### src/design/bridge_macros.svh
`ifndef BRIDGE_MACROS_SVH
`define BRIDGE_MACROS_SVH

////////////////////////////////////////////////////////////
// APB side widths

`define BRIDGE_ADDR_WIDTH	10	//Management address space
`define BRIDGE_DATA_WIDTH	32	//APB data and lane word
`define BRIDGE_BYTE_WIDTH	8	//Opcode, status and CRC fields

////////////////////////////////////////////////////////////
// Flow control and timeout

`define BRIDGE_CREDIT_WIDTH	3	//Holds 0 to BRIDGE_CREDITS_MAX
`define BRIDGE_CREDITS_MAX	4	//Far end buffer depth
`define BRIDGE_READ_TIMEOUT	64	//Cycles after read EOF

////////////////////////////////////////////////////////////
// Lane characters

`define LANE_K_WIDTH		4		//One K flag per byte
`define LANE_K_CTRL		4'b0001	//K char in LSB only

//K28.5 comma, also the idle marker
`define LANE_K_IDLE		8'hbc
`define LANE_K_SOF		8'hfb	//K27.7
`define LANE_K_EOF		8'hfd	//K29.7
`define LANE_K_CREDIT		8'h5c	//K28.2

//K28.5 D21.5 D0.0 D0.0, comma in LSB
`define LANE_IDLE_WORD		32'h0000b5bc

`define LANE_CRC_POLY		8'h07	//x^8 + x^2 + x + 1

`endif
### src/design/lane_pkg.sv
package lane_pkg;

	////////////////////////////////////////////////////////////
	// Word position inside a frame
	//
	// Every frame is SOF, one data word, EOF on back to back
	// cycles. Both directions use the same layout

	typedef enum logic [1:0] {
		FP_SOF,		//K27.7 in LSB, op or status, address
		FP_DATA,	//Payload, no K flags
		FP_EOF		//K29.7 in LSB, CRC in byte1
	} frame_pos_t;

	////////////////////////////////////////////////////////////
	// Receive parser

	//Hunt also picks up credit and idle words
	typedef enum logic [1:0] {
		RX_HUNT,	//Looking for SOF
		RX_DATA,	//Expecting the data word
		RX_EOF		//Expecting EOF and CRC
	} rx_state_t;

	//Any word out of place sends the parser
	//back to RX_HUNT and the partial frame is lost

endpackage

### src/design/bridge_pkg.sv
`include "bridge_macros.svh"

package bridge_pkg;

	////////////////////////////////////////////////////////////
	// Request opcode, sent as byte1 of the SOF word

	typedef enum logic [`BRIDGE_BYTE_WIDTH-1:0] {
		OP_READ  = 8'h01,
		OP_WRITE = 8'h02
	} apb_op_t;

	////////////////////////////////////////////////////////////
	// Response status, byte1 of the response SOF word

	typedef enum logic [`BRIDGE_BYTE_WIDTH-1:0] {
		RESP_OK  = 8'h00,	//Completed normally
		RESP_ERR = 8'h01,	//Far end flagged an error
		RESP_CRC = 8'h02	//Local CRC check failed
	} resp_status_t;

	////////////////////////////////////////////////////////////
	// APB completer FSM

	typedef enum logic [2:0] {
		CS_IDLE,		//Waiting for access phase
		CS_WAIT_CREDIT,	//Need a credit and a free transmitter
		CS_SEND,		//Frame just started
		CS_WAIT_RESP,	//Read outstanding
		CS_DONE		//pready high this cycle
	} ctrl_state_t;

endpackage

### src/design/serdes_apb_bridge.sv
`timescale 1ns/1ps
`include "bridge_macros.svh"

module serdes_apb_bridge import bridge_pkg::*; (
	input  logic                           sysclk,
	input  logic                           rst,

	//APB from local manager
	input  logic                           psel,
	input  logic                           penable,
	input  logic                           pwrite,
	input  logic [`BRIDGE_ADDR_WIDTH-1:0]  paddr,
	input  logic [`BRIDGE_DATA_WIDTH-1:0]  pwdata,
	output logic [`BRIDGE_DATA_WIDTH-1:0]  prdata,
	output logic                           pready,
	output logic                           pslverr,

	//Lane, 32 bit parallel side
	output logic [`BRIDGE_DATA_WIDTH-1:0]  tx_data,
	output logic [`LANE_K_WIDTH-1:0]       tx_char_is_k,
	input  logic [`BRIDGE_DATA_WIDTH-1:0]  rx_data,
	input  logic [`LANE_K_WIDTH-1:0]       rx_char_is_k,
	input  logic                           rx_comma_is_aligned,
	output logic                           link_up
);

	////////////////////////////////////////////////////////////
	// Control to datapath

	logic                            tx_start;
	apb_op_t                         tx_op;
	logic [`BRIDGE_ADDR_WIDTH-1:0]   tx_addr;
	logic [`BRIDGE_DATA_WIDTH-1:0]   tx_wdata;
	logic                            tx_busy;
	logic                            resp_valid;
	resp_status_t                    resp_status;
	logic [`BRIDGE_DATA_WIDTH-1:0]   resp_rdata;
	logic                            credit_valid;
	logic [`BRIDGE_CREDIT_WIDTH-1:0] credit_count;

	bridge_ctrl ctrl (
		.sysclk(sysclk), .rst(rst),
		.psel(psel), .penable(penable), .pwrite(pwrite),
		.paddr(paddr), .pwdata(pwdata), .prdata(prdata),
		.pready(pready), .pslverr(pslverr),
		.tx_start(tx_start), .tx_op(tx_op), .tx_addr(tx_addr),
		.tx_wdata(tx_wdata), .tx_busy(tx_busy),
		.resp_valid(resp_valid), .resp_status(resp_status), .resp_rdata(resp_rdata),
		.credit_valid(credit_valid), .credit_count(credit_count)
	);

	////////////////////////////////////////////////////////////
	// Lane datapath

	frame_tx tx (
		.sysclk(sysclk), .rst(rst),
		.tx_start(tx_start), .tx_op(tx_op), .tx_addr(tx_addr), .tx_wdata(tx_wdata),
		.tx_busy(tx_busy), .tx_data(tx_data), .tx_char_is_k(tx_char_is_k)
	);

	frame_rx rx (
		.sysclk(sysclk), .rst(rst),
		.rx_data(rx_data), .rx_char_is_k(rx_char_is_k),
		.rx_comma_is_aligned(rx_comma_is_aligned),
		.resp_valid(resp_valid), .resp_status(resp_status), .resp_rdata(resp_rdata),
		.credit_valid(credit_valid), .credit_count(credit_count),
		.link_up(link_up)
	);

endmodule

### src/design/bridge_ctrl.sv
`timescale 1ns/1ps
`include "bridge_macros.svh"

module bridge_ctrl import bridge_pkg::*; (
	input  logic                            sysclk,
	input  logic                            rst,

	//APB completer
	input  logic                            psel,
	input  logic                            penable,
	input  logic                            pwrite,
	input  logic [`BRIDGE_ADDR_WIDTH-1:0]   paddr,
	input  logic [`BRIDGE_DATA_WIDTH-1:0]   pwdata,
	output logic [`BRIDGE_DATA_WIDTH-1:0]   prdata,
	output logic                            pready,
	output logic                            pslverr,

	//To frame_tx
	output logic                            tx_start,
	output apb_op_t                         tx_op,
	output logic [`BRIDGE_ADDR_WIDTH-1:0]   tx_addr,
	output logic [`BRIDGE_DATA_WIDTH-1:0]   tx_wdata,
	input  logic                            tx_busy,

	//From frame_rx
	input  logic                            resp_valid,
	input  resp_status_t                    resp_status,
	input  logic [`BRIDGE_DATA_WIDTH-1:0]   resp_rdata,
	input  logic                            credit_valid,
	input  logic [`BRIDGE_CREDIT_WIDTH-1:0] credit_count
);

	localparam int CW = `BRIDGE_CREDIT_WIDTH;
	localparam logic [CW-1:0] CREDIT_CAP = CW'(`BRIDGE_CREDITS_MAX);
	localparam int TIMER_W = $clog2(`BRIDGE_READ_TIMEOUT);
	//pready is registered, so stop one count early
	localparam logic [TIMER_W-1:0] TIMER_LAST = TIMER_W'(`BRIDGE_READ_TIMEOUT - 2);

	ctrl_state_t        state;
	logic [CW-1:0]      credits;
	logic [CW:0]        credit_sum;	//One spare bit before saturation
	logic [TIMER_W-1:0] timer;		//Cycles since read EOF left
	logic               access;
	logic               consume;
	logic               timeout;

	assign access  = psel && penable;
	assign consume = (state == CS_WAIT_CREDIT) && (credits != '0) && !tx_busy;
	assign timeout = (state == CS_WAIT_RESP) && !tx_busy && (timer == TIMER_LAST);

	////////////////////////////////////////////////////////////
	// Credit accounting

	always_comb begin
		credit_sum = {1'b0, credits} - {{CW{1'b0}}, consume};
		if (credit_valid)
			credit_sum = credit_sum + {1'b0, credit_count};
	end

	////////////////////////////////////////////////////////////
	// Completer FSM

	always_ff @(posedge sysclk) begin
		if (rst) begin
			state    <= CS_IDLE;
			credits  <= '0;
			timer    <= '0;
			tx_start <= 1'b0;
			pready   <= 1'b0;
			pslverr  <= 1'b0;
		end else begin
			credits  <= (credit_sum > {1'b0, CREDIT_CAP}) ? CREDIT_CAP : credit_sum[CW-1:0];
			tx_start <= 1'b0;
			case (state)
				CS_IDLE: if (access) state <= CS_WAIT_CREDIT;
				CS_WAIT_CREDIT: begin
					if (consume) begin
						tx_start <= 1'b1;
						state    <= CS_SEND;
					end
				end
				CS_SEND: begin
					timer <= '0;
					if (tx_op == OP_WRITE) begin	//Posted, done now
						pready  <= 1'b1;
						pslverr <= 1'b0;
						state   <= CS_DONE;
					end else
						state <= CS_WAIT_RESP;
				end
				CS_WAIT_RESP: begin
					if (!tx_busy)
						timer <= timer + 1'b1;	//Start once EOF is out
					if (resp_valid || timeout) begin
						pready  <= 1'b1;
						pslverr <= timeout || (resp_status != RESP_OK);
						state   <= CS_DONE;
					end
				end
				default: begin	//Access completes this cycle
					pready <= 1'b0;
					state  <= CS_IDLE;
				end
			endcase
		end
	end

	always_ff @(posedge sysclk) begin
		if (state == CS_IDLE && access) begin
			tx_op    <= pwrite ? OP_WRITE : OP_READ;
			tx_addr  <= paddr;
			tx_wdata <= pwrite ? pwdata : '0;
		end
		if (state == CS_WAIT_RESP && resp_valid)
			prdata <= resp_rdata;
		else if (timeout)
			prdata <= '0;
	end

	a_credit_cap: assert property (@(posedge sysclk) disable iff (rst) credits <= CREDIT_CAP);

	//Manager holds the access phase until pready
	a_ready_access: assert property (@(posedge sysclk) disable iff (rst) pready |-> access);

endmodule

### src/design/frame_rx.sv
`timescale 1ns/1ps
`include "bridge_macros.svh"

module frame_rx import bridge_pkg::*, lane_pkg::*; (
	input  logic                           sysclk,
	input  logic                           rst,

	//Receive lane
	input  logic [`BRIDGE_DATA_WIDTH-1:0]  rx_data,
	input  logic [`LANE_K_WIDTH-1:0]       rx_char_is_k,
	input  logic                           rx_comma_is_aligned,

	//Decoded traffic toward bridge_ctrl
	output logic                           resp_valid,
	output resp_status_t                   resp_status,
	output logic [`BRIDGE_DATA_WIDTH-1:0]  resp_rdata,
	output logic                           credit_valid,
	output logic [`BRIDGE_CREDIT_WIDTH-1:0] credit_count,
	output logic                           link_up
);

	rx_state_t                     state;
	frame_pos_t                    expect_pos;
	logic                          word_ok;	//Word fits current position
	logic                          is_credit;
	logic                          is_idle;
	resp_status_t                  status_q;
	logic [`BRIDGE_DATA_WIDTH-1:0] rdata_q;
	logic                          crc_en;
	logic [`BRIDGE_DATA_WIDTH-1:0] crc_word;
	logic [`BRIDGE_BYTE_WIDTH-1:0] crc;

	function automatic logic word_matches(input frame_pos_t p, input logic [31:0] d,
		input logic [3:0] k);
		case (p)
			FP_SOF:  return (k == `LANE_K_CTRL) && (d[7:0] == `LANE_K_SOF);
			FP_DATA: return (k == 4'b0000);
			default: return (k == `LANE_K_CTRL) && (d[7:0] == `LANE_K_EOF);
		endcase
	endfunction

	always_comb begin
		case (state)
			RX_DATA: expect_pos = FP_DATA;
			RX_EOF:  expect_pos = FP_EOF;
			default: expect_pos = FP_SOF;
		endcase
	end

	assign word_ok   = rx_comma_is_aligned && word_matches(expect_pos, rx_data, rx_char_is_k);
	assign is_credit = rx_comma_is_aligned && state == RX_HUNT &&
		rx_char_is_k == `LANE_K_CTRL && rx_data[7:0] == `LANE_K_CREDIT;
	assign is_idle   = rx_comma_is_aligned &&
		rx_char_is_k == `LANE_K_CTRL && rx_data[7:0] == `LANE_K_IDLE;

	////////////////////////////////////////////////////////////
	// CRC check, K byte of SOF taken as zero

	assign crc_en   = word_ok && state != RX_EOF;
	assign crc_word = (state == RX_HUNT) ? {rx_data[31:8], 8'h00} : rx_data;

	lane_crc crc_chk (
		.sysclk(sysclk),
		.rst(rst),
		.clear(state == RX_HUNT),
		.en(crc_en),
		.word(crc_word),
		.crc(crc)
	);

	////////////////////////////////////////////////////////////
	// Parser and link status

	always_ff @(posedge sysclk) begin
		if (rst) begin
			state        <= RX_HUNT;
			resp_valid   <= 1'b0;
			credit_valid <= 1'b0;
			link_up      <= 1'b0;
		end else begin
			resp_valid   <= 1'b0;		//Single cycle pulses
			credit_valid <= is_credit;
			if (!rx_comma_is_aligned) begin
				state   <= RX_HUNT;	//Partial frame dropped
				link_up <= 1'b0;
			end else begin
				if (is_idle)
					link_up <= 1'b1;
				case (state)
					RX_HUNT: if (word_ok) state <= RX_DATA;
					RX_DATA: state <= word_ok ? RX_EOF : RX_HUNT;
					default: begin
						state      <= RX_HUNT;
						resp_valid <= word_ok;
					end
				endcase
			end
		end
	end

	always_ff @(posedge sysclk) begin
		if (state == RX_HUNT && word_ok)
			status_q <= resp_status_t'(rx_data[15:8]);
		if (state == RX_DATA)
			rdata_q <= rx_data;
		if (is_credit)
			credit_count <= rx_data[10:8];	//1 to 4
		if (state == RX_EOF && word_ok) begin
			if (rx_data[15:8] == crc) begin
				resp_status <= status_q;
				resp_rdata  <= rdata_q;
			end else begin
				resp_status <= RESP_CRC;	//Data not trusted
				resp_rdata  <= '0;
			end
		end
	end

	a_one_pulse: assert property (@(posedge sysclk) disable iff (rst)
		!(resp_valid && credit_valid));

	//Far end returns 1 to BRIDGE_CREDITS_MAX per credit word
	a_credit_range: assert property (@(posedge sysclk) disable iff (rst)
		credit_valid |-> (credit_count != '0 && credit_count <= `BRIDGE_CREDITS_MAX));

endmodule

### src/design/frame_tx.sv
`timescale 1ns/1ps
`include "bridge_macros.svh"

module frame_tx import bridge_pkg::*, lane_pkg::*; (
	input  logic                          sysclk,
	input  logic                          rst,

	//Request from bridge_ctrl
	input  logic                          tx_start,
	input  apb_op_t                       tx_op,
	input  logic [`BRIDGE_ADDR_WIDTH-1:0] tx_addr,
	input  logic [`BRIDGE_DATA_WIDTH-1:0] tx_wdata,
	output logic                          tx_busy,	//SOF through EOF on lane

	//Transmit lane
	output logic [`BRIDGE_DATA_WIDTH-1:0] tx_data,
	output logic [`LANE_K_WIDTH-1:0]      tx_char_is_k
);

	frame_pos_t                    pos;		//Next word to register
	logic [`BRIDGE_DATA_WIDTH-1:0] wdata_q;
	logic [`BRIDGE_DATA_WIDTH-1:0] sof_body;	//SOF with K byte zeroed
	logic [`BRIDGE_DATA_WIDTH-1:0] crc_word;
	logic                          crc_en;
	logic [`BRIDGE_BYTE_WIDTH-1:0] crc;

	//Address zero extended into the upper half
	assign sof_body = {{(16 - `BRIDGE_ADDR_WIDTH){1'b0}}, tx_addr, tx_op, 8'h00};

	////////////////////////////////////////////////////////////
	// CRC over SOF body then data word

	assign crc_en   = tx_start || (tx_busy && pos == FP_DATA);
	assign crc_word = tx_start ? sof_body : wdata_q;

	lane_crc crc_gen (
		.sysclk(sysclk),
		.rst(rst),
		.clear(tx_start),
		.en(crc_en),
		.word(crc_word),
		.crc(crc)
	);

	////////////////////////////////////////////////////////////
	// Lane word sequencer

	always_ff @(posedge sysclk) begin
		if (tx_start)
			wdata_q <= tx_wdata;	//Read frames carry zero from ctrl
	end

	always_ff @(posedge sysclk) begin
		if (rst) begin
			tx_busy      <= 1'b0;
			pos          <= FP_SOF;
			tx_data      <= `LANE_IDLE_WORD;
			tx_char_is_k <= `LANE_K_CTRL;
		end else if (tx_start) begin
			tx_busy      <= 1'b1;
			pos          <= FP_DATA;
			tx_data      <= {sof_body[31:8], `LANE_K_SOF};
			tx_char_is_k <= `LANE_K_CTRL;
		end else if (tx_busy) begin
			case (pos)
				FP_DATA: begin
					pos          <= FP_EOF;
					tx_data      <= wdata_q;
					tx_char_is_k <= '0;	//Plain data
				end
				FP_EOF: begin
					pos          <= FP_SOF;
					tx_data      <= {16'h0000, crc, `LANE_K_EOF};
					tx_char_is_k <= `LANE_K_CTRL;
				end
				default: begin	//EOF now on lane
					tx_busy      <= 1'b0;
					tx_data      <= `LANE_IDLE_WORD;
					tx_char_is_k <= `LANE_K_CTRL;
				end
			endcase
		end
	end

	//Ctrl must wait for the lane to free up
	a_start_idle: assert property (@(posedge sysclk) disable iff (rst) tx_busy |-> !tx_start);

	//EOF lands three cycles after the start pulse
	a_eof_slot: assert property (@(posedge sysclk) disable iff (rst)
		tx_start |-> ##3 (tx_char_is_k == `LANE_K_CTRL && tx_data[7:0] == `LANE_K_EOF));

endmodule

### src/design/lane_crc.sv
`timescale 1ns/1ps
`include "bridge_macros.svh"

module lane_crc (
	input  logic                          sysclk,
	input  logic                          rst,
	input  logic                          clear,	//Restart from zero
	input  logic                          en,		//Fold in word this cycle
	input  logic [`BRIDGE_DATA_WIDTH-1:0] word,
	output logic [`BRIDGE_BYTE_WIDTH-1:0] crc		//Includes current word
);

	logic [`BRIDGE_BYTE_WIDTH-1:0] crc_q;
	logic [`BRIDGE_BYTE_WIDTH-1:0] crc_base;
	logic [`BRIDGE_BYTE_WIDTH-1:0] crc_next;

	//One byte, MSB first, no reflection
	function automatic logic [7:0] crc_byte(input logic [7:0] c_in, input logic [7:0] b);
		logic [7:0] c;
		c = c_in ^ b;
		for (int i = 0; i < 8; i++) begin
			c = c[7] ? ((c << 1) ^ `LANE_CRC_POLY) : (c << 1);
		end
		return c;
	endfunction

	always_comb begin
		crc_base = clear ? 8'h00 : crc_q;	//clear with en starts on this word
		crc_next = crc_base;
		for (int i = 0; i < `BRIDGE_DATA_WIDTH / 8; i++) begin
			crc_next = crc_byte(crc_next, word[8*i +: 8]);	//LSB byte first
		end
		crc = en ? crc_next : crc_base;
	end

	always_ff @(posedge sysclk) begin
		if (rst)
			crc_q <= 8'h00;
		else
			crc_q <= crc;
	end

endmodule

### config.mk
export PLATFORM = sky130hd
export DESIGN_NAME = serdes_apb_bridge
export DESIGN_NICKNAME = d
export VERILOG_FILES = /design/src/design/lane_pkg.sv /design/src/design/bridge_pkg.sv /design/src/design/serdes_apb_bridge.sv /design/src/design/bridge_ctrl.sv /design/src/design/frame_rx.sv /design/src/design/frame_tx.sv /design/src/design/lane_crc.sv
export VERILOG_INCLUDE_DIRS = /design/src /design/src/design
export SDC_FILE = /design/constraint.sdc
export NUM_CORES = 1
export LEC_CHECK = 0
export BUFFER_PORTS_ARGS = -buffer_cell sky130_fd_sc_hd__buf_2
export CORE_ASPECT_RATIO = 0.7
export CORE_MARGIN = 2
export CORE_UTILIZATION = 55
export CTS_BUF_LIST = sky130_fd_sc_hd__clkbuf_16
export CTS_CLUSTER_DIAMETER = 80
export DETAILED_ROUTE_END_ITERATION = 6
export GPL_ROUTABILITY_DRIVEN = 0
export GPL_TIMING_DRIVEN = 1
export PLACE_DENSITY = 0.8
export SETUP_SLACK_MARGIN = 0.3
export SLEW_MARGIN = 15
export SYNTH_ARGS = -nofsm -noshare
export SYNTH_HDL_FRONTEND = slang
export SYNTH_SLANG_ARGS = --single-unit
### constraint.sdc
create_clock -name sysclk -period 4.92 [get_ports sysclk]
set_input_delay 0.246 -clock sysclk [delete_from_list [all_inputs] [get_ports sysclk]]
set_output_delay 0.246 -clock sysclk [all_outputs]
set_load 0.05 [all_outputs]
==> run_results.csv <==
group,metric,value,unit
sta,fin_skew,0.0182,ns
clock_tree,insertion_delay,0.54,ns
sta,maxSlewHeadroom,37.9,%
detailed_routing,ant_nets,0,
critical_path,critical_path_class,"in2reg",
critical_path,rr_startpoint,"rx.crc_chk.crc_q[7]",
detailed_routing,drt-vias-per-instance,5.40,
sta,fmax,230,MHz
synthesis,synth_area_leader_cell,"edfxtp_1",
clock_tree,cts.sinks,263,
pwr,p_total,4960,uW
sta,min_period_over_period,88.4,%
sta,slew_viol_final,0,
placement,placedInstanceArea,13600,um^2
pwr,p_leak,0.00565,uW
hold_path,hold_path_startpoint,"pwdata[15]",
synthesis,synth_area_per_cell,12.0,um^2
layout,drive_above_1_share,18.7,%
placement,dp.final_hpwl,19300,um
floorplanning,initial_core_util,55.7,%
critical_path,critical_path.startpoint_type,"input pin",
pwr,power_density,332,nW/um^2
synthesis,ys_top_cells_by_count,"edfxtp_1 (191), xnor2_1 (92), nor2_1 (84), dfxtp_1 (72), and2_1 (70)",
sta,hold_viol_final,0,
global_routing,antenna_found_initial,0,
synthesis,synth_ff_type,"edfxtp_1",
synthesis,synth_area,12600,um^2
floorplanning,dieHeight,130,um
global_routing,grt_pass1_wl,43900,um
detailed_routing,wl_per_cell,18.1,um
layout,diodes,0,
floorplanning,io_pins,155,
synthesis,yosysSeqAreaShare,57.1,%
global_routing,grt_util_all_layers,23.8,%
critical_path,cp.arrival,4.70,ns
sta,fin_crit,4.35,ns
placement,io_buffer_count,151,
detailed_routing,drtPass1Iterations,6,
clock_tree,tritoncts,"done",
critical_path,rrSetupSlack,0.58,ns
critical_path,required,5.27,ns
critical_path,cpPeakStageDelay,0.78,ns
flow_run,cap_violations,0,
synthesis,synthArstFlopShare,0,%
global_routing,grt_pass1_vias,8105,
clock_tree,clock-root-buffer,"clkbuf_16",
synthesis,synth_edf_count,191,
detailed_routing,drcViolationCount,0,
layout,multi_input_area,4940,um^2
critical_path,path_delay_family,"XOR/XNOR gates",
synthesis,synth_top_area_share,45.6,%
layout,nets,1336,
synthesis,synth_area_leaders,"edfxtp_1 (46%), dfxtp_1 (11%), xnor2_1 (6.4%)",
synthesis,ys_ff_latch,263,
floorplanning,rows,46,
critical_path,cp_num_buf_inv,3,
clock_tree,cts_setup_buffers,0,
clock_tree,path_clk_slew,0.06,ns
synthesis,yosysUniqueCellTypes,61,
floorplanning,die_x,185,um
synthesis,yosysMostFrequentCell,"edfxtp_1",
sta,setup_viol,0,
detailed_routing,vias,8488,
critical_path,worst-r2r-cell-count,12,
critical_path,endpoint_kind,"flop",
layout,seqCellArea,7180,um^2
critical_path,worst-path-max-fanout,24,
hold_path,whs_path_depth,2,
global_routing,grt_max_degree,84,
layout,fin_area,15000,um^2
sta,finalSetupTns,0,ns
hold_path,hold_end,"ctrl.tx_wdata[15]",
global_routing,grt_overflow,0,
sta,grt_setup_unrepaired,"false",
layout,n_fill_cell,1628,
critical_path,cp_cell_sequence,"dlygate4sd3_1, buf_2, xnor2_2, xnor2_1, nor2_2, xor2_1, xnor3_1, xnor3_1, xor2_1, xnor2_1, a21oi_1, or4_1, buf_4, nor3_1",
clock_tree,htreeDepth,1,
floorplanning,core,22600,um^2
floorplanning,dieArea,24100,um^2
sta,worstMarginPinSlew,0.931,ns
sta,hold_ws,0.0128,ns
detailed_routing,routed_wl,28500,um
hold_path,hp-class,"in2reg",
run_status,run_status,"complete, no violations",
layout,syn_to_final_growth,19.0,%
clock_tree,numCtsBuffers,26,
clock_tree,cts_buffer_depth,3,
synthesis,synthCells,1047,
synthesis,yosysWarnings,0,
detailed_routing,drt_iter0_markers,992,
pwr,ir_drop,0.000498,V
critical_path,cp_slowest_cell,"or4_1",
critical_path,worst_r2r_endpoint,"rx.resp_rdata[6]",
-- cell usage in the layout, fill, tap and decap left out, types with 9 or more instances in the layout --
cell / n
nor3_2: 10
xor2_1: 37
o21ai_0: 32
edfxtp_1: 191
nand2b_1: 9
dfxtp_1: 71
ha_1: 11
nand3_1: 29
nand2_1: 48
and2_1: 70
nor3_1: 44
a21oi_1: 67
buf_2: 151
inv_1: 68
clkbuf_16: 26
dlygate4sd3_1: 51
nor2_1: 84
xnor3_1: 29
buf_4: 14
xnor2_1: 92
-- kinds of logic after synthesis --
kind of cell,count (synthesis),synth area share (%)
AOI/OAI and AO/OA,138,6.29
xor gates and xnor gates,176,17.2
adders and majority gates,13,1.35
buffers and inverters,116,3.74
DFF,263,57.1
muxes,6,0.498
other,1,0.0298
and+or+nand+nor,334,13.8
-- where the power goes --
group / switching (uW) / internal, uW / total (uW) / leakage [uW]
Combinational: 312 / 302 / 614 / 0.00304
Sequential: 10.9 / 2390 / 2400 / 0.00217
Clock: 827 / 1120 / 1950 / 0.000436
Total: 1150 / 3810 / 4960 / 0.00565
-- repair_timing --
action	CTS	global route
gates resized for setup	0	1
hold endpoints to repair	50	1
hold buffers	50	1
setup endpoints to repair	0	17
-- how the worst max path moves through the flow --
stage	from	end	slack, ns	depth (start not counted)
floorplan	rx.state[0]	rx.resp_status[1]	1.18	13
global placement	rx.state[0]	rx.resp_status[1]	0.74	12
detailed placement	rx.state[1]	rx.resp_rdata[6]	0.57	13
CTS	rx.state[1]	rx.resp_rdata[6]	0.52	13
global route	rx.crc_chk.crc_q[7]	rx.resp_rdata[17]	0.34	12
finish	rx_data[2]	rx.resp_rdata[6]	0.57	14
-- flip-flops by register name, indices dropped and copies added, names as in the netlist, 2 cells and up --
signal,cells
rx.crc_chk.crc_q,8
tx.tx_data,32
ctrl.tx_wdata,32
rx.rdata_q,32
tx.crc_gen.crc_q,8
rx.state,2
ctrl.prdata,32
rx.credit_count,3
ctrl.tx_addr,10
ctrl.credits,3
rx.resp_rdata,32
tx.pos,2
rx.status_q,8
tx.wdata_q,32
rx.resp_status,8
ctrl.tx_op,2
ctrl.timer,6
ctrl.state,3
-- final cells by class --
type | instances | share of cell area (%)
clock inverters | 22 | 1.32
flip-flops and latches | 263 | 48.0
repair buffers | 216 | 9.17
well taps | 312 | 2.61
clock buffers | 26 | 4.35
multi-input cells | 670 | 33.0
inverters | 62 | 1.56
-- through the flow --
| step | setup slack [ns] | instances | util (%) |
|---|---|---|---|
| 2_1_floorplan | 1.18 | 1049 | - |
| 3_3_place_gp | 0.742 | 1472 | 60.3 |
| 3_5_place_dp | 0.570 | 1472 | 60.3 |
| 4_1_cts | 0.524 | 1570 | 66.2 |
| 5_1_grt | 0.342 | 1571 | 66.3 |
| 6_report | 0.570 | 1571 | 66.3 |
-- routing by layer --
| metal | GRT usage (%) | part of all wire, % | vias to the layer above | wire length [um] |
|---|---|---|---|---|
| met1 | 35.9 | 45 | 4016 | 12800 |
| met4 | 5.60 | 2.4 | 0 | 671 |
| met2 | 35.7 | 44 | 416 | 12400 |
| met5 | 0 | 0 | - | 0 |
| met3 | 4.82 | 9.3 | 59 | 2660 |
| li1 | - | - | 3997 | - |
Power figures use the tool's default switching activity.
